<file path="src/verilog/conPkg.sv">
package conPkg;

  // Microword and bus field widths
  localparam int condWidth       = 6;
  localparam int magicWidth      = 9;
  localparam int dsWidth         = 3;
  localparam int ebusCtlWidth    = 6;
  localparam int ucodeStateWidth = 4;

  // COND group codes, upper three bits of the field
  localparam logic [2:0] condGrp10 = 3'o1;
  localparam logic [2:0] condGrp20 = 3'o2;
  localparam logic [2:0] condGrp30 = 3'o3;
  localparam logic [2:0] condGrp60 = 3'o6;
  localparam logic [2:0] condGrp70 = 3'o7;

  // COND member codes inside a group
  localparam logic [2:0] mbrLoadIr      = 3'd4;
  localparam logic [2:0] mbrSpecInstr   = 3'd5;
  localparam logic [2:0] mbrSrMagic     = 3'd6;
  localparam logic [2:0] mbrDiagFunc    = 3'd0;
  localparam logic [2:0] mbrEboxState   = 3'd1;
  localparam logic [2:0] mbrLongEn      = 3'd5;
  localparam logic [2:0] mbrVmaMagicMax = 3'd4;
  localparam logic [2:0] mbrVmaDec      = 3'd5;
  localparam logic [2:0] mbrVmaInc      = 3'd6;

  // Diagnostic selector codes under DIAG CTL FUNC 01x
  localparam logic [2:0] dsClrRun   = 3'd0;
  localparam logic [2:0] dsSetRun   = 3'd1;
  localparam logic [2:0] dsContinue = 3'd2;

  // MAGIC function group 01x and its CONO sub-functions
  localparam logic [2:0] funcCono   = 3'b001;
  localparam logic [2:0] subConoApr = 3'd4;
  localparam logic [2:0] subConoPi  = 3'd5;
  localparam logic [2:0] subConoPag = 3'd6;

  // EBUS data bits 18..23, bit 18 is the most significant
  localparam int ebus18 = 5;
  localparam int ebus19 = 4;
  localparam int ebus20 = 3;
  localparam int ebus21 = 2;
  localparam int ebus22 = 1;
  localparam int ebus23 = 0;

  // MAGIC word, first member field is MAGIC bit 0
  typedef union packed {
    struct packed {
      logic [1:0] spare;
      logic       mode;
      logic [2:0] funcGroup;
      logic [2:0] subFunc;
    } diagFunc;
    struct packed {
      logic piCycleSet;
      logic kernelCycle;
      logic pcPlus1Inh;
      logic unused3;
      logic pxct;
      logic intDisable;
      logic instrAbort;
      logic eboxHalted;
      logic spec8;
    } specFlags;
  } magicField;

endpackage
</file>
<file path="src/verilog/conTop.sv">
`timescale 1ns/100ps

module conTop (
  input  logic                               conCLK,
  input  logic                               CLK,
  input  logic [conPkg::condWidth-1:0]       condField,
  input  conPkg::magicField                  magic,
  input  logic                               consoleControl,
  input  logic                               eboxSync,
  input  logic [conPkg::ebusCtlWidth-1:0]    ebusData,
  input  logic                               memField,
  input  logic                               mboxCycReq,
  input  logic                               vmaFetch,
  input  logic                               loadVma,
  input  logic                               fmXfer,
  input  logic                               mbXfer,
  input  logic                               pageError,
  input  logic                               skipSatisfied,
  input  logic                               specFlagCtl,
  input  logic                               specSaveFlags,
  input  logic                               diagCtlFunc,
  input  logic [conPkg::dsWidth-1:0]         diagDs,
  input  logic                               dispNicond,
  input  logic                               user,
  input  logic                               public,
  input  logic                               rdPseWr,
  input  logic                               ioLegal,
  input  logic                               vmaSection0,
  input  logic                               acRef,
  input  logic                               mtrIntReq,
  output logic                               condSrMagic,
  output logic                               condLongEn,
  output logic                               condVmaMagic,
  output logic                               conoApr,
  output logic                               conoPi,
  output logic                               conoPag,
  output logic                               selEn,
  output logic                               selDis,
  output logic                               selClr,
  output logic                               selSet,
  output logic                               delayReq,
  output logic                               memCycle,
  output logic                               mboxWait,
  output logic                               piCycle,
  output logic                               loadIr,
  output logic [1:0]                         vmaSel,
  output logic                               pcPlus1Inh,
  output logic                               eboxHalted,
  output logic [conPkg::ucodeStateWidth-1:0] ucodeState,
  output logic                               cacheLookEn,
  output logic                               cacheLoadEn,
  output logic                               trapEn,
  output logic                               ki10PagingMode,
  output logic                               run,
  output logic                               start,
  output logic                               kernelMode,
  output logic                               condAdr10
);

  logic condSpecInstr;
  logic condLoadIr;
  logic condDiagFunc;
  logic condEboxState;
  logic condVmaInc;
  logic condVmaDec;
  logic condSkip6x;
  logic condSkip7x;

  conCondDecode uCondDecode (
    .condField,
    .condSpecInstr,
    .condLoadIr,
    .condSrMagic,
    .condDiagFunc,
    .condEboxState,
    .condLongEn,
    .condVmaInc,
    .condVmaDec,
    .condVmaMagic,
    .condSkip6x,
    .condSkip7x
  );

  conMagicDecode uMagicDecode (
    .conCLK, .CLK, .magic, .condDiagFunc, .consoleControl, .eboxSync, .ebusData,
    .conoApr, .conoPi, .conoPag, .selEn, .selDis, .selClr, .selSet, .delayReq
  );

  conCycleCtl uCycleCtl (
    .conCLK, .CLK, .magic, .memField, .mboxCycReq, .vmaFetch, .loadVma,
    .fmXfer, .mbXfer, .pageError, .skipSatisfied, .specFlagCtl, .specSaveFlags,
    .eboxSync, .condSpecInstr, .condLoadIr, .condVmaInc, .condVmaDec,
    .memCycle, .mboxWait, .piCycle, .loadIr, .vmaSel
  );

  conModeRegs uModeRegs (
    .conCLK, .CLK, .magic, .ebusData, .diagCtlFunc, .diagDs, .dispNicond,
    .condSpecInstr, .condEboxState, .conoPag, .user, .public,
    .pcPlus1Inh, .eboxHalted, .ucodeState, .cacheLookEn, .cacheLoadEn,
    .trapEn, .ki10PagingMode, .run, .start, .kernelMode
  );

  conSkipSelect uSkipSelect (
    .CLK, .condField, .condSkip6x, .condSkip7x, .vmaFetch, .kernelMode,
    .user, .public, .rdPseWr, .piCycle, .start, .run, .ioLegal,
    .vmaSection0, .acRef, .mtrIntReq, .condAdr10
  );

endmodule

</file>
<file path="src/verilog/conSkipSelect.sv">
`timescale 1ns/100ps

module conSkipSelect (
  input  logic                         CLK,
  input  logic [conPkg::condWidth-1:0] condField,
  input  logic                         condSkip6x,
  input  logic                         condSkip7x,
  input  logic                         vmaFetch,
  input  logic                         kernelMode,
  input  logic                         user,
  input  logic                         public,
  input  logic                         rdPseWr,
  input  logic                         piCycle,
  input  logic                         start,
  input  logic                         run,
  input  logic                         ioLegal,
  input  logic                         vmaSection0,
  input  logic                         acRef,
  input  logic                         mtrIntReq,
  output logic                         condAdr10
);

  logic [2:0] member;
  logic [7:0] skip6xIn;
  logic [7:0] skip7xIn;
  logic       skip6xSel;
  logic       skip7xSel;

  assign member = condField[2:0];

  // Member 0 in the low bit; EBUS grant and PI transfer fixed at 1
  assign skip6xIn = {1'b1, 1'b1, piCycle, rdPseWr,
                     public, user, kernelMode, vmaFetch};

  // Interrupt request and PXCT fixed at 0
  assign skip7xIn = {~mtrIntReq, acRef, vmaSection0, 1'b0,
                     ioLegal, run, ~start, 1'b0};

  assign skip6xSel = skip6xIn[member];
  assign skip7xSel = skip7xIn[member];

  assign condAdr10 = (condSkip6x & skip6xSel) |
                     (condSkip7x & skip7xSel & ~CLK);

endmodule

</file>
<file path="src/verilog/conModeRegs.sv">
`timescale 1ns/100ps

module conModeRegs (
  input  logic                               conCLK,
  input  logic                               CLK,
  input  conPkg::magicField                  magic,
  input  logic [conPkg::ebusCtlWidth-1:0]    ebusData,
  input  logic                               diagCtlFunc,
  input  logic [conPkg::dsWidth-1:0]         diagDs,
  input  logic                               dispNicond,
  input  logic                               condSpecInstr,
  input  logic                               condEboxState,
  input  logic                               conoPag,
  input  logic                               user,
  input  logic                               public,
  output logic                               pcPlus1Inh,
  output logic                               eboxHalted,
  output logic [conPkg::ucodeStateWidth-1:0] ucodeState,
  output logic                               cacheLookEn,
  output logic                               cacheLoadEn,
  output logic                               trapEn,
  output logic                               ki10PagingMode,
  output logic                               run,
  output logic                               start,
  output logic                               kernelMode
);
  import conPkg::*;

  logic [magicWidth-1:0] magicBits;
  logic                  loadSpecInstr;
  logic                  kl10PagingEn;
  logic                  diagSetRun;
  logic                  diagClrRun;
  logic                  diagContinue;
  logic                  run1;
  logic                  run2;
  logic                  start1;
  logic                  start2;

  assign magicBits     = magic;
  assign loadSpecInstr = dispNicond | condSpecInstr;

  always_ff @(posedge conCLK or posedge CLK) begin
    if (CLK) begin
      pcPlus1Inh <= 1'b0;
      eboxHalted <= 1'b0;
    end else if (loadSpecInstr) begin
      pcPlus1Inh <= magic.specFlags.pcPlus1Inh;
      eboxHalted <= magic.specFlags.eboxHalted;
    end
  end

  // Each state bit: odd MAGIC bit sets, even MAGIC bit holds, else clear
  always_ff @(posedge conCLK or posedge CLK) begin
    if (CLK) begin
      ucodeState <= '0;
    end else if (condEboxState) begin
      for (int i = 0; i < ucodeStateWidth; i++) begin
        ucodeState[i] <= magicBits[2*i+1] | (magicBits[2*i] & ucodeState[i]);
      end
    end
  end

  // CONO PAG
  always_ff @(posedge conCLK or posedge CLK) begin
    if (CLK) begin
      cacheLookEn  <= 1'b0;
      cacheLoadEn  <= 1'b0;
      kl10PagingEn <= 1'b0;
      trapEn       <= 1'b0;
    end else if (conoPag) begin
      cacheLookEn  <= ebusData[ebus18];
      cacheLoadEn  <= ebusData[ebus19];
      kl10PagingEn <= ebusData[ebus21];
      trapEn       <= ebusData[ebus22];
    end
  end

  assign ki10PagingMode = ~kl10PagingEn;
  assign kernelMode     = ~user & ~public;

  assign diagClrRun   = diagCtlFunc & (diagDs == dsClrRun);
  assign diagSetRun   = diagCtlFunc & (diagDs == dsSetRun);
  assign diagContinue = diagCtlFunc & (diagDs == dsContinue);

  // First stage holds the state, the other two only delay it
  always_ff @(posedge conCLK or posedge CLK) begin
    if (CLK) begin
      run1   <= 1'b0;
      run2   <= 1'b0;
      run    <= 1'b0;
      start1 <= 1'b0;
      start2 <= 1'b0;
      start  <= 1'b0;
    end else begin
      run1   <= diagSetRun | (~diagClrRun & run1);
      run2   <= run1;
      run    <= run2;
      start1 <= start1 ^ diagContinue;
      start2 <= start1;
      start  <= start2;
    end
  end

endmodule

</file>
<file path="src/verilog/conCycleCtl.sv">
`timescale 1ns/100ps

module conCycleCtl (
  input  logic              conCLK,
  input  logic              CLK,
  input  conPkg::magicField magic,
  input  logic              memField,
  input  logic              mboxCycReq,
  input  logic              vmaFetch,
  input  logic              loadVma,
  input  logic              fmXfer,
  input  logic              mbXfer,
  input  logic              pageError,
  input  logic              skipSatisfied,
  input  logic              specFlagCtl,
  input  logic              specSaveFlags,
  input  logic              eboxSync,
  input  logic              condSpecInstr,
  input  logic              condLoadIr,
  input  logic              condVmaInc,
  input  logic              condVmaDec,
  output logic              memCycle,
  output logic              mboxWait,
  output logic              piCycle,
  output logic              loadIr,
  output logic [1:0]        vmaSel
);

  logic xfer;
  logic fetchCycle;
  logic dismiss;
  logic clrPiCycle;

  assign xfer = fmXfer | mbXfer;

  // Memory cycle open from the request until data moves or paging fails
  always_ff @(posedge conCLK or posedge CLK) begin
    if (CLK) begin
      memCycle <= 1'b0;
    end else begin
      memCycle <= mboxCycReq | (memCycle & ~xfer & ~pageError);
    end
  end

  assign mboxWait   = memField & memCycle;
  assign fetchCycle = vmaFetch & memCycle;

  assign loadIr = fetchCycle | condLoadIr;

  // Bit 1 selects decrement, bit 0 increment; both for a full VMA load
  assign vmaSel[1] = condVmaDec | loadVma;
  assign vmaSel[0] = condVmaInc | loadVma;

  // MAGIC bit 2 under flag control is a dismiss
  assign dismiss = specFlagCtl & magic.specFlags.pcPlus1Inh;

  assign clrPiCycle = (specSaveFlags & piCycle & eboxSync) | dismiss;

  always_ff @(posedge conCLK or posedge CLK) begin
    if (CLK) begin
      piCycle <= 1'b0;
    end else begin
      piCycle <= (condSpecInstr & magic.specFlags.piCycleSet) |
                 (piCycle & ~skipSatisfied & ~clrPiCycle);
    end
  end

endmodule

</file>
<file path="src/verilog/conMagicDecode.sv">
`timescale 1ns/100ps

module conMagicDecode (
  input  logic                            conCLK,
  input  logic                            CLK,
  input  conPkg::magicField               magic,
  input  logic                            condDiagFunc,
  input  logic                            consoleControl,
  input  logic                            eboxSync,
  input  logic [conPkg::ebusCtlWidth-1:0] ebusData,
  output logic                            conoApr,
  output logic                            conoPi,
  output logic                            conoPag,
  output logic                            selEn,
  output logic                            selDis,
  output logic                            selClr,
  output logic                            selSet,
  output logic                            delayReq
);
  import conPkg::*;

  logic funcConoEn;
  logic conoAprDec;
  logic conoPiDec;
  logic conoPagDec;
  logic resetHold;
  logic forceStrobes;

  // CONO group only for the 0xx functions and not under console control
  assign funcConoEn = condDiagFunc & ~magic.diagFunc.mode &
                      (magic.diagFunc.funcGroup == funcCono) & ~consoleControl;

  assign conoAprDec = funcConoEn & (magic.diagFunc.subFunc == subConoApr);
  assign conoPiDec  = funcConoEn & (magic.diagFunc.subFunc == subConoPi);
  assign conoPagDec = funcConoEn & (magic.diagFunc.subFunc == subConoPag);

  // Strobes also held for the cycle in which reset drops
  always_ff @(posedge conCLK or posedge CLK) begin
    if (CLK) begin
      resetHold <= 1'b1;
    end else begin
      resetHold <= 1'b0;
    end
  end

  assign forceStrobes = CLK | resetHold;

  assign conoApr = eboxSync & (forceStrobes | conoAprDec);
  assign conoPi  = eboxSync & (forceStrobes | conoPiDec);
  assign conoPag = forceStrobes | conoPagDec;

  // APR select lines straight from the CONO data
  assign selEn  = ebusData[ebus20] & conoApr;
  assign selDis = ebusData[ebus21] & conoApr;
  assign selClr = ebusData[ebus22] & conoApr;
  assign selSet = ebusData[ebus23] & conoApr;

  // Any 04x..07x function asks for a delay
  assign delayReq = condDiagFunc & magic.diagFunc.funcGroup[2];

endmodule

</file>
<file path="src/verilog/conCondDecode.sv">
`timescale 1ns/100ps

module conCondDecode (
  input  logic [conPkg::condWidth-1:0] condField,
  output logic                         condSpecInstr,
  output logic                         condLoadIr,
  output logic                         condSrMagic,
  output logic                         condDiagFunc,
  output logic                         condEboxState,
  output logic                         condLongEn,
  output logic                         condVmaInc,
  output logic                         condVmaDec,
  output logic                         condVmaMagic,
  output logic                         condSkip6x,
  output logic                         condSkip7x
);
  import conPkg::*;

  logic [2:0] grp;
  logic [2:0] member;
  logic       grp10;
  logic       grp20;
  logic       grp30;

  assign grp    = condField[condWidth-1 -: 3];
  assign member = condField[2:0];

  assign grp10 = (grp == condGrp10);
  assign grp20 = (grp == condGrp20);
  assign grp30 = (grp == condGrp30);

  // 1x group
  assign condLoadIr    = grp10 & (member == mbrLoadIr);
  assign condSpecInstr = grp10 & (member == mbrSpecInstr);
  assign condSrMagic   = grp10 & (member == mbrSrMagic);

  // 2x group
  assign condDiagFunc  = grp20 & (member == mbrDiagFunc);
  assign condEboxState = grp20 & (member == mbrEboxState);
  assign condLongEn    = grp20 & (member == mbrLongEn);

  // 3x group, codes 30 to 34 all take VMA from MAGIC
  assign condVmaMagic = grp30 & (member <= mbrVmaMagicMax);
  assign condVmaDec   = grp30 & (member == mbrVmaDec);
  assign condVmaInc   = grp30 & (member == mbrVmaInc);

  // Whole skip groups, member picked later
  assign condSkip6x = (grp == condGrp60);
  assign condSkip7x = (grp == condGrp70);

endmodule

</file>
<file path="config.mk">
export PLATFORM = sky130hd
export DESIGN_NAME = conTop
export DESIGN_NICKNAME = d
export VERILOG_FILES = /design/src/verilog/conPkg.sv /design/src/verilog/conTop.sv /design/src/verilog/conSkipSelect.sv /design/src/verilog/conModeRegs.sv /design/src/verilog/conCycleCtl.sv /design/src/verilog/conMagicDecode.sv /design/src/verilog/conCondDecode.sv
export SDC_FILE = /design/constraint.sdc
export NUM_CORES = 1
export LEC_CHECK = 0
export ABC_CLOCK_PERIOD_IN_PS = 3500
export BUFFER_PORTS_ARGS = -buffer_cell sky130_fd_sc_hd__buf_2
export CORE_MARGIN = 3
export CORE_UTILIZATION = 43
export CTS_BUF_LIST = sky130_fd_sc_hd__clkbuf_16
export CTS_CLUSTER_SIZE = 8
export DETAILED_ROUTE_END_ITERATION = 8
export PLACE_DENSITY_LB_ADDON = 0.2
export SYNTH_ARGS = -nofsm -noshare
export SYNTH_HDL_FRONTEND = slang
export SYNTH_SLANG_ARGS = --single-unit
</file>
<file path="constraint.sdc">
create_clock -name conCLK -period 3.5 [get_ports conCLK]
set_input_delay 0.175 -clock conCLK [delete_from_list [all_inputs] [get_ports conCLK]]
set_output_delay 0.175 -clock conCLK [all_outputs]
set_load 0.005 [all_outputs]
</file>
After elaboration in Yosys (flattened, before gate mapping). Index checks and enable logic that the tools add are counted.

Word-level logic and storage cells: 115. Memories kept: 0. Bits in registers: 19. ROM bits: 0. Bits in latches: 0. Bits in writable memories: 0.

Bitwise operators: 76. Equality and inequality tests: 15. Reductions and logical operators: 2. Shifts and indexed selects: 0. Order comparisons: 2. $add $sub $neg: 0. Divide/modulo/power cells: 0. Multiplexer cells: 4. $mul: 0.

Operator list (count): $and A1 B1 Y1 (44); $eq A3 B3 Y1 const B (8); $or A1 B1 Y1 (18); $not A1 Y1 (13); $eq A3 B1 Y1 const B (4); $eq A3 B2 Y1 const B (3); $bmux W1 S3 (2); $logic_not A3 Y1 (2); $lt A3 B4 Y1 const B (1); $le A3 B3 Y1 const B (1); $mux W1 (2); $xor A1 B1 Y1 (1).

Longest topological paths before layout. Gate-level depths: netlist of run 1.

Word-level depth: 9. Gate-level depth with buffers: 5. Gate-level depth less buffers: 4.

By module. From an unflattened synthesis of run 1, not the netlist that was laid out.

Cell total of the unflattened synthesis: 113. Area, all modules: 1217.4 um2.

Modules (own cells, without submodules): conModeRegs (area an instance 585.6 um2, times used 1, cells each 39); conMagicDecode (area an instance 252.7 um2, times used 1, cells each 28); conSkipSelect (area an instance 135.1 um2, times used 1, cells each 15); conCondDecode (area an instance 127.6 um2, times used 1, cells each 19); conCycleCtl (area an instance 116.4 um2, times used 1, cells each 12).

Worst setup path after synthesis of run 1. OpenSTA, ideal clock, no wires.

Path kind: input to register. From: in condField[5] (netlist bit). To: reg uModeRegs.cacheLoadEn. Stages on the path: 4. Arrival time: 1607 ps. Buffers on the path: 0. Library setup time: 125 ps. Path slack: 1768 ps. Required time: 3375 ps. Cells stage by stage: or3b_1 or4_4 o21ai_4 mux2_2.

Longest elaborated chain between the ends: 7.

RTL lines: start, declared (RTL line conTop.sv:6) `input logic [conPkg::condWidth-1:0] condField,`; $eq A3 B2 Y1 (RTL line conCondDecode.sv:29) `assign grp20 = (grp == condGrp20);`; $and A1 B1 Y1 (RTL line conCondDecode.sv:38) `assign condDiagFunc = grp20 & (member == mbrDiagFunc);`; $and A1 B1 Y1 (2 in a row) (RTL line conMagicDecode.sv:30) `assign funcConoEn = condDiagFunc & ~magic.diagFunc.mode &`; $and A1 B1 Y1 (RTL line conMagicDecode.sv:31) `(magic.diagFunc.funcGroup == funcCono) & ~consoleControl;`; $and A1 B1 Y1 (RTL line conMagicDecode.sv:35) `assign conoPagDec = funcConoEn & (magic.diagFunc.subFunc == subConoPag);`; $or A1 B1 Y1 (RTL line conMagicDecode.sv:50) `assign conoPag = forceStrobes | conoPagDec;`; named net conoPag (RTL line conTop.sv:36) `output logic conoPag,`; end signal, assigned (RTL line conModeRegs.sv:73) `cacheLoadEn <= ebusData[ebus19];`; end, declared (RTL line conModeRegs.sv:20) `output logic cacheLoadEn,`.

The timed path passes the listed nets, and every way through them passes these cells. A chain may end at the register's enable or synchronous reset.

Worst setup path in the final report of run 1.
From: in condField[5] (netlist bit). To: out selDis.

Longest elaborated chain between the ends: 9.

RTL lines: $eq A3 B2 Y1 (RTL line conCondDecode.sv:29); $and A1 B1 Y1 (RTL line conCondDecode.sv:38); $and A1 B1 Y1 (2 in a row) (RTL line conMagicDecode.sv:30); $and A1 B1 Y1 (RTL line conMagicDecode.sv:31); $and A1 B1 Y1 (RTL line conMagicDecode.sv:33) `assign conoAprDec = funcConoEn & (magic.diagFunc.subFunc == subConoApr);`; $or A1 B1 Y1 (RTL line conMagicDecode.sv:48) `assign conoApr = eboxSync & (forceStrobes | conoAprDec);`; $and A1 B1 Y1 (RTL line conMagicDecode.sv:48); $and A1 B1 Y1 (RTL line conMagicDecode.sv:54) `assign selDis = ebusData[ebus21] & conoApr;`; end, declared (RTL line conTop.sv:38) `output logic selDis,`.

Every way passes these cells.

==> impl_summary.log, run 1 <==
INFO  metric worst_ep_arrival_time = 1.80 ns
INFO  metric cellLeakagePower = 0.808 nW
INFO  metric synth.yosys.warnings = 0
INFO  metric hpwlAfterDp = 2360 um
INFO  metric port_buffers = a little under 80
INFO  metric pwr-share-comb = 20.1%
INFO  metric route.detailed.wl_per_inst = 12.7 um
INFO  metric clkPwrFrac = 36.2%
INFO  metric post_synth_inst_count = around 110
INFO  metric cts_setup_buffers = 0
INFO  metric cts_tree = done
INFO  metric post-route-cell-area = 0.00156 mm^2
INFO  metric worstPathCellList = buf_2, or3b_1, or4_4, o31a_1, nor2_1, buf_2
INFO  metric clkTransAtPathRegs = 0.05 ns
INFO  metric drv_slew = 0
INFO  metric clock_skew = roughly 0.0012 ns
INFO  metric hold_class = input port to asynchronous set/reset pin
INFO  metric grt_usage = a little under a fifth
INFO  metric placeableCoreArea = roughly 0.0023 mm^2
INFO  metric dr_total_vias = ~1,100
INFO  metric startpoint_type = input port
INFO  metric placed_cell_area = between 0.001 and 0.0015 mm^2
INFO  metric cts_made_buffers = 3
INFO  metric final_layout_size_suffix_gt1_share = around 48%
INFO  metric drt-total-wl = about 2800 um
INFO  metric holdWs = 0.0734 ns
INFO  metric initialDrtViolationCount = 19
INFO  metric final_cell_count_no_fill = between 200 and 250
INFO  metric pin_count = 78
INFO  metric clk_latency = between 0.2 and 0.3 ns
INFO  metric grt_pass1_vias = between 1,000 and 1,500
INFO  metric number_of_synthesized_flops_with_an_enable_pin = 0
INFO  metric ys_ff_latch = 19
INFO  metric report.final.setup_viol = 0
INFO  metric syn-mean-instance-area = roughly 9.3 um^2
INFO  metric postLayoutSetupSlackWorst = between 1.5 and 2 ns
INFO  metric critPathBufInv = 2
INFO  metric biggest_cell_delay_along_the_critical_path = 0.48 ns
INFO  metric root_buffer = clkbuf_16
INFO  metric final.period_utilization = 56.5%
INFO  metric tightest_pin_transition = approximately 0.74 ns
INFO  metric ctsLongestPathBuffers = 2
INFO  metric grt.overflow.total = 0
INFO  metric floorplan.rows = 17
INFO  metric antenna_found_initial = 0
INFO  metric postSynth.asyncResetShare = 100%
INFO  metric p_int = around 480 uW
INFO  metric seqPwrFrac = 43.7%
INFO  metric die_height = 55.8 um
INFO  metric initial_utilization = 46.8%
INFO  metric drt_drc_violations_left = 0
INFO  metric cts_resized = 0
INFO  metric setup_repair_after_global_routing_missed_its_margin = no
INFO  metric path_class = input port to output port
INFO  metric setup_tns = 0 ns
INFO  metric vias_per_cell = approximately 5
INFO  metric yosys_most_used_dff = dfrtp_1
INFO  metric power_density = 412 mW/mm^2
INFO  metric drtAntennaViolNets = 0
INFO  metric die-width = 55.8 um
INFO  metric clock_tree.htree_level_count = 1
INFO  metric distinct_cell_type_count_of_the_synthesized_netlist = 38
INFO  metric area_growth_syn_to_layout = 46.5%
INFO  metric finish.utilization = 68.6%
INFO  metric synth_fp_nets = roughly 160
INFO  metric switching_part_of_the_total = between 20% and 30%
INFO  metric mappedNetlistArea = 0.00106 mm^2
INFO  metric critical_path_peak_fanout = 5
INFO  metric vdd_drop_max = roughly 500 uV
INFO  metric period_minus_slack = slightly below 2 ns
INFO  metric p_sw = 159 uW
INFO  metric drt_first_pass_iters = 4
INFO  metric seq_total_area_yosys = 44.8%
INFO  metric numPlacedInstances = ~220
INFO  metric report.power.total = 643 uW
INFO  metric dieArea = 0.00311 mm^2
INFO  metric status = completed
INFO  metric detailedPlace.worstSlack = 1.52 ns
INFO  metric place.gp.congestion = 0.799
INFO  metric slew_headroom = 50.4%
INFO  metric num_antenna_cells = 0
INFO  metric maximum_number_of_pins_on_one_net_before_global_route_repair = 21
INFO  metric nets = 241
INFO  metric timing_hold_violations_final = 0
INFO  metric cts_hold_buffers = 0
INFO  metric grt_pass1_wl = about 4700 um
INFO  metric endpoint_kind = output port
INFO  metric drv_cap = 0
INFO  metric cp_common_cell = buf_2
INFO  metric data_required_time_at_the_worst_endpoint = 3.32 ns
INFO  metric cts.sinks = 19
INFO  metric crit_family = simple AND/OR/NAND/NOR gates
INFO  metric worst_path_max_delay_cell = or4_4
INFO  metric max_clock_freq = 0.505 GHz
==> cells in the mapped netlist, types with 2 or more instances <==
master / number / area, um^2
o21ai_0: 7 / 35.0
nand4_1: 2 / 12.5
or3_1: 2 / 12.5
nand3b_1: 4 / 30.0
dfrtp_1: 18 / 450
nor3_1: 2 / 10.0
nand2_1: 13 / 48.8
mux2i_1: 2 / 20.0
mux2_2: 7 / 78.8
clkbuf_1: 2 / 7.51
nor4b_1: 2 / 17.5
nor2_1: 16 / 60.1
inv_1: 7 / 26.3
nand2b_1: 2 / 12.5
o31a_1: 2 / 17.5
nor2b_1: 3 / 18.8
o21bai_1: 2 / 15.0
==> cell families (layout without fill, tap and decap cells) <==
| family | after synthesis | in the layout | synth area share [%] |
|---|---|---|---|
| and+or+nand+nor | 54 | 54 | 26.9 |
| AOI/OAI and AO/OA | 21 | 21 | 14.7 |
| DFF | 19 | 19 | 44.8 |
| muxes | 9 | 9 | 9.28 |
| buffers and inverters | 9 | 88 | 3.17 |
| other | 1 | 1 | 0.352 |
| xor gates and xnor gates | 1 | 1 | 0.823 |
==> sequential cells by signal, indices dropped and copies added (netlist names) <==
register and cells:
uCycleCtl.memCycle 1, uModeRegs.start2 1, uModeRegs.run 1, uModeRegs.eboxHalted 1
uModeRegs.start 1, uModeRegs.cacheLoadEn 1, uCycleCtl.piCycle 1, uModeRegs.pcPlus1Inh 1
uModeRegs.run1 1, uModeRegs.ucodeState 4, uModeRegs.run2 1, uModeRegs.kl10PagingEn 1
uModeRegs.trapEn 1, uModeRegs.start1 1, uModeRegs.cacheLookEn 1, uMagicDecode.resetHold 1
==> path summary, 6_finish.rpt <==
path	cells past startpoint	startpoint	slack [ns]	to
setup / recovery	6	condField[5]	1.52	selDis
hold / removal	2	CLK	0.07	uModeRegs.cacheLookEn$_DFFE_PP0P_
setup reg to reg	3	uMagicDecode.resetHold$_DFF_PP1_	2.32	uModeRegs.cacheLoadEn$_DFFE_PP0P_
hold reg to reg	0	uModeRegs.run2$_DFF_PP0_	0.35	uModeRegs.run$_DFF_PP0_
max in group asynchronous	2	CLK	2.96	uModeRegs.start$_DFF_PP0_
min in group conCLK	2	mboxCycReq	0.12	uCycleCtl.memCycle$_DFF_PP0_
==> cell usage in the layout (no fill, tap or decap), types with 2 or more instances in the layout <==
cell type   n
buf_2      77
dfrtp_1    18
nor2_1     16
nand2_1    13
mux2_2      7
o21ai_0     7
inv_1       7
nand3b_1    4
nor2b_1     3
clkbuf_16   3
nand2b_1    2
or3_1       2
nor3_1      2
nor4b_1     2
nand4_1     2
o21bai_1    2
o31a_1      2
mux2i_1     2
==> routing by layer <==
layer | vias up | share of wire [%] | track usage [%]
met5 | - | 0 | 0
met4 | 0 | 1.4 | 4.86
met3 | 6 | 7.2 | 6.26
met2 | 39 | 53 | 34.0
met1 | 533 | 38 | 19.4
li1 | 561 | - | -
==> power groups by stage <==
stage / clock network (mW) / registers [mW] / logic (mW)
after CTS: 0.241 / 0.282 / 0.131
after global routing: 0.247 / 0.285 / 0.144
after detailed placement: 0 / 0.285 / 0.131
after global placement: 0 / 0.282 / 0.127
after floorplan: 0 / 0.284 / 0.0541
final: 0.232 / 0.281 / 0.129
==> cell type report <==
cell class / count / area (um^2)
Clock buffer: 3 / 75.1
Sequential cell: 19 / 477
Inverter: 7 / 26.3
Tap cell: 28 / 35.0
Multi-Input combinational cell: 86 / 554
Fill cell: 189 / 716
Timing Repair Buffer: 77 / 385
Clock inverter: 1 / 7.51
(Power assumes the default switching activity.)
==> run 2: changes to the inputs <==
ABC_CLOCK_PERIOD_IN_PS = 2000   (was 3500)
CORE_UTILIZATION = 40   (was 43)
clock period = 2 ns   (was 3.5 ns; I/O delays follow)
==> run 2 against run 1 <==
Register-to-register slack got worse by 1.5 ns. First-iteration DRC count rose to 2.5 times the previous value. Clock skew barely moved. Clock power rose by 77%. Cell count rose by 1.8%. Global-route usage rose by 0.85 points. Sequential share of layout area fell by 0.34 points. Via count rose by 0.44%. Non-clock buffer count rose by 2. Worst hold slack got worse by 0.023 ns.
==> impl_summary.log, run 2 (synthesized netlist as in run 1, its figures left out) <==
INFO  metric clock_skew = 0.00101 ns
INFO  metric critical_path_peak_fanout = 5
INFO  metric cts.sinks = 19
INFO  metric grt_pass1_vias = 1,158
INFO  metric cts_setup_buffers = 0
INFO  metric p_sw = 282 uW
INFO  metric startpoint_type = input port
INFO  metric route.detailed.wl_per_inst = 12.8 um
INFO  metric layout_common_cells = buf_2 (77), dfrtp_1 (18), nor2_1 (16), nand2_1 (13)
INFO  metric clock_tree.htree_level_count = 1
INFO  metric place.gp.congestion = 0.845
INFO  metric switching_part_of_the_total = 25.0%
INFO  metric grt_usage = a little under a fifth
INFO  metric antenna_found_initial = 0
INFO  metric timing_hold_violations_final = 0
INFO  metric period_minus_slack = roughly 1.9 ns
INFO  metric drt-total-wl = 2880 um
INFO  metric maximum_number_of_pins_on_one_net_before_global_route_repair = 20
INFO  metric largest_register_by_flop_count = uModeRegs.ucodeState
INFO  metric cp_common_cell = buf_2
INFO  metric flip_flop_count_of_the_largest_register_after_layout = 4
INFO  metric placeableCoreArea = 0.00250 mm^2
INFO  metric worst_path_max_delay_cell = or4_4
INFO  metric drt_drc_violations_left = 0
INFO  metric endpoint_kind = output port
INFO  metric status = completed
INFO  metric grt_pass1_wl = 4990 um
INFO  metric p_int = 847 uW
INFO  metric seqPwrFrac = 43.5%
INFO  metric reg2reg_from = uMagicDecode.resetHold$_DFF_PP1_
INFO  metric grt.overflow.total = 0
INFO  metric cellLeakagePower = 0.821 nW
INFO  metric drv_slew = 0
INFO  metric numPlacedInstances = 220
INFO  metric dr_total_vias = 1,144
INFO  metric clkTransAtPathRegs = roughly 0.05 ns
INFO  metric setup_repair_after_global_routing_missed_its_margin = no
INFO  metric biggest_cell_delay_along_the_critical_path = 0.49 ns
INFO  metric data_required_time_at_the_worst_endpoint = 1.90 ns
INFO  metric finish.utilization = between 60 and 70%
INFO  metric power_density = between 700 and 800 mW/mm^2
INFO  metric final.period_utilization = 93.1%
INFO  metric initialDrtViolationCount = 48
INFO  metric final_layout_size_suffix_gt1_share = 48.2%
INFO  metric clkPwrFrac = 36.3%
INFO  metric worstSetupStartpoint = condField[5]
INFO  metric num_antenna_cells = 0
INFO  metric hold_path_startpoint = magic[7]
INFO  metric port_buffers = 77
INFO  metric holdWs = 0.0507 ns
INFO  metric vias_per_cell = 5.08
INFO  metric drv_cap = 0
INFO  metric root_buffer = clkbuf_16
INFO  metric max_clock_freq = approximately 0.54 GHz
INFO  metric die_height = 57.6 um
INFO  metric cts_tree = done
INFO  metric nets = 243
INFO  metric path_class = input port to output port
INFO  metric vdd_drop_max = roughly 400 uV
INFO  metric hold_class = input port to flop
INFO  metric worst_ep_arrival_time = 1.76 ns
INFO  metric initial_utilization = 42.6%
INFO  metric final_common_cell = buf_2
INFO  metric clk_latency = 0.25 ns
INFO  metric final_cell_count_no_fill = roughly 230
INFO  metric dieArea = 0.00332 mm^2
INFO  metric area_growth_syn_to_layout = 48.2%
INFO  metric report.power.total = 1.13 mW
INFO  metric ctsLongestPathBuffers = 2
INFO  metric report.final.setup_viol = 0
INFO  metric drtAntennaViolNets = 0
INFO  metric pin_count = 78
INFO  metric worstPathCellList = buf_2, or3b_1, or4_4, o31a_1, nor2_1, buf_2
INFO  metric setup_tns = 0 ns
INFO  metric pwr-share-comb = just over 20%
INFO  metric hpwlAfterDp = 2410 um
INFO  metric drt_first_pass_iters = 5
INFO  metric floorplan.rows = 18
INFO  metric cts_made_buffers = 3
INFO  metric die-width = approximately 58 um
==> run 2: repair_timing <==
action / 4_1_cts / 5_1_grt
gates resized for setup: 0 / 0
hold buffers: 1 / 0
hold endpoints to repair: 18 / 0
==> run 2: layout make-up <==
type                            count  area [um^2]
Multi-Input combinational cell     86          554
Tap cell                           30         37.5
Inverter                            7         26.3
Clock buffer                        3         75.1
Clock inverter                      1         5.00
Fill cell                         227          922
Sequential cell                    19          477
Timing Repair Buffer               79          403
==> run 2: power groups by stage <==
stage	Combinational, mW	Clock (mW)	Sequential [mW]
finish	0.229	0.410	0.491
global route	0.258	0.435	0.503
CTS	0.232	0.420	0.492
detailed placement	0.230	0	0.498
global placement	0.225	0	0.495
floorplan	0.0946	0	0.496
==> run 2: worst paths after layout <==
path	end	slack, ns	cells past startpoint
min	uModeRegs.ucodeState[3]$_DFFE_PP0P_	0.05	3
min in group asynchronous	uModeRegs.eboxHalted$_DFFE_PP0P_	0.48	4
max in group asynchronous	uMagicDecode.resetHold$_DFF_PP1_	1.26	4
min reg2reg	uModeRegs.start$_DFF_PP0_	0.35	0
max reg2reg	uModeRegs.cacheLoadEn$_DFFE_PP0P_	0.82	3
max	selEn	0.14	6
==> run 2: stage by stage <==
step	area, um^2	worst slack (ns)
floorplan	1060	0.343
global placement	1490	0.187
detailed placement	1490	0.123
CTS	1580	0.137
global route	1580	0.00764
finish	1580	0.137
==> run 2: critical path: cells and delay by family <==
family | cells | cell delay [ns]
AO/OA/AOI/OAI | 1 | 0.36
buffers and inverters | 2 | 0.25
AND/OR/NAND/NOR | 3 | 1.05
==> run 2: per-layer routing <==
layer | up-vias | track usage (%) | share of wire, %
li1 | 562 | - | -
met1 | 519 | 24.1 | 41
met2 | 57 | 31.5 | 47
met3 | 6 | 5.66 | 11
met4 | 0 | 5.96 | 1.0
met5 | - | 0 | 0
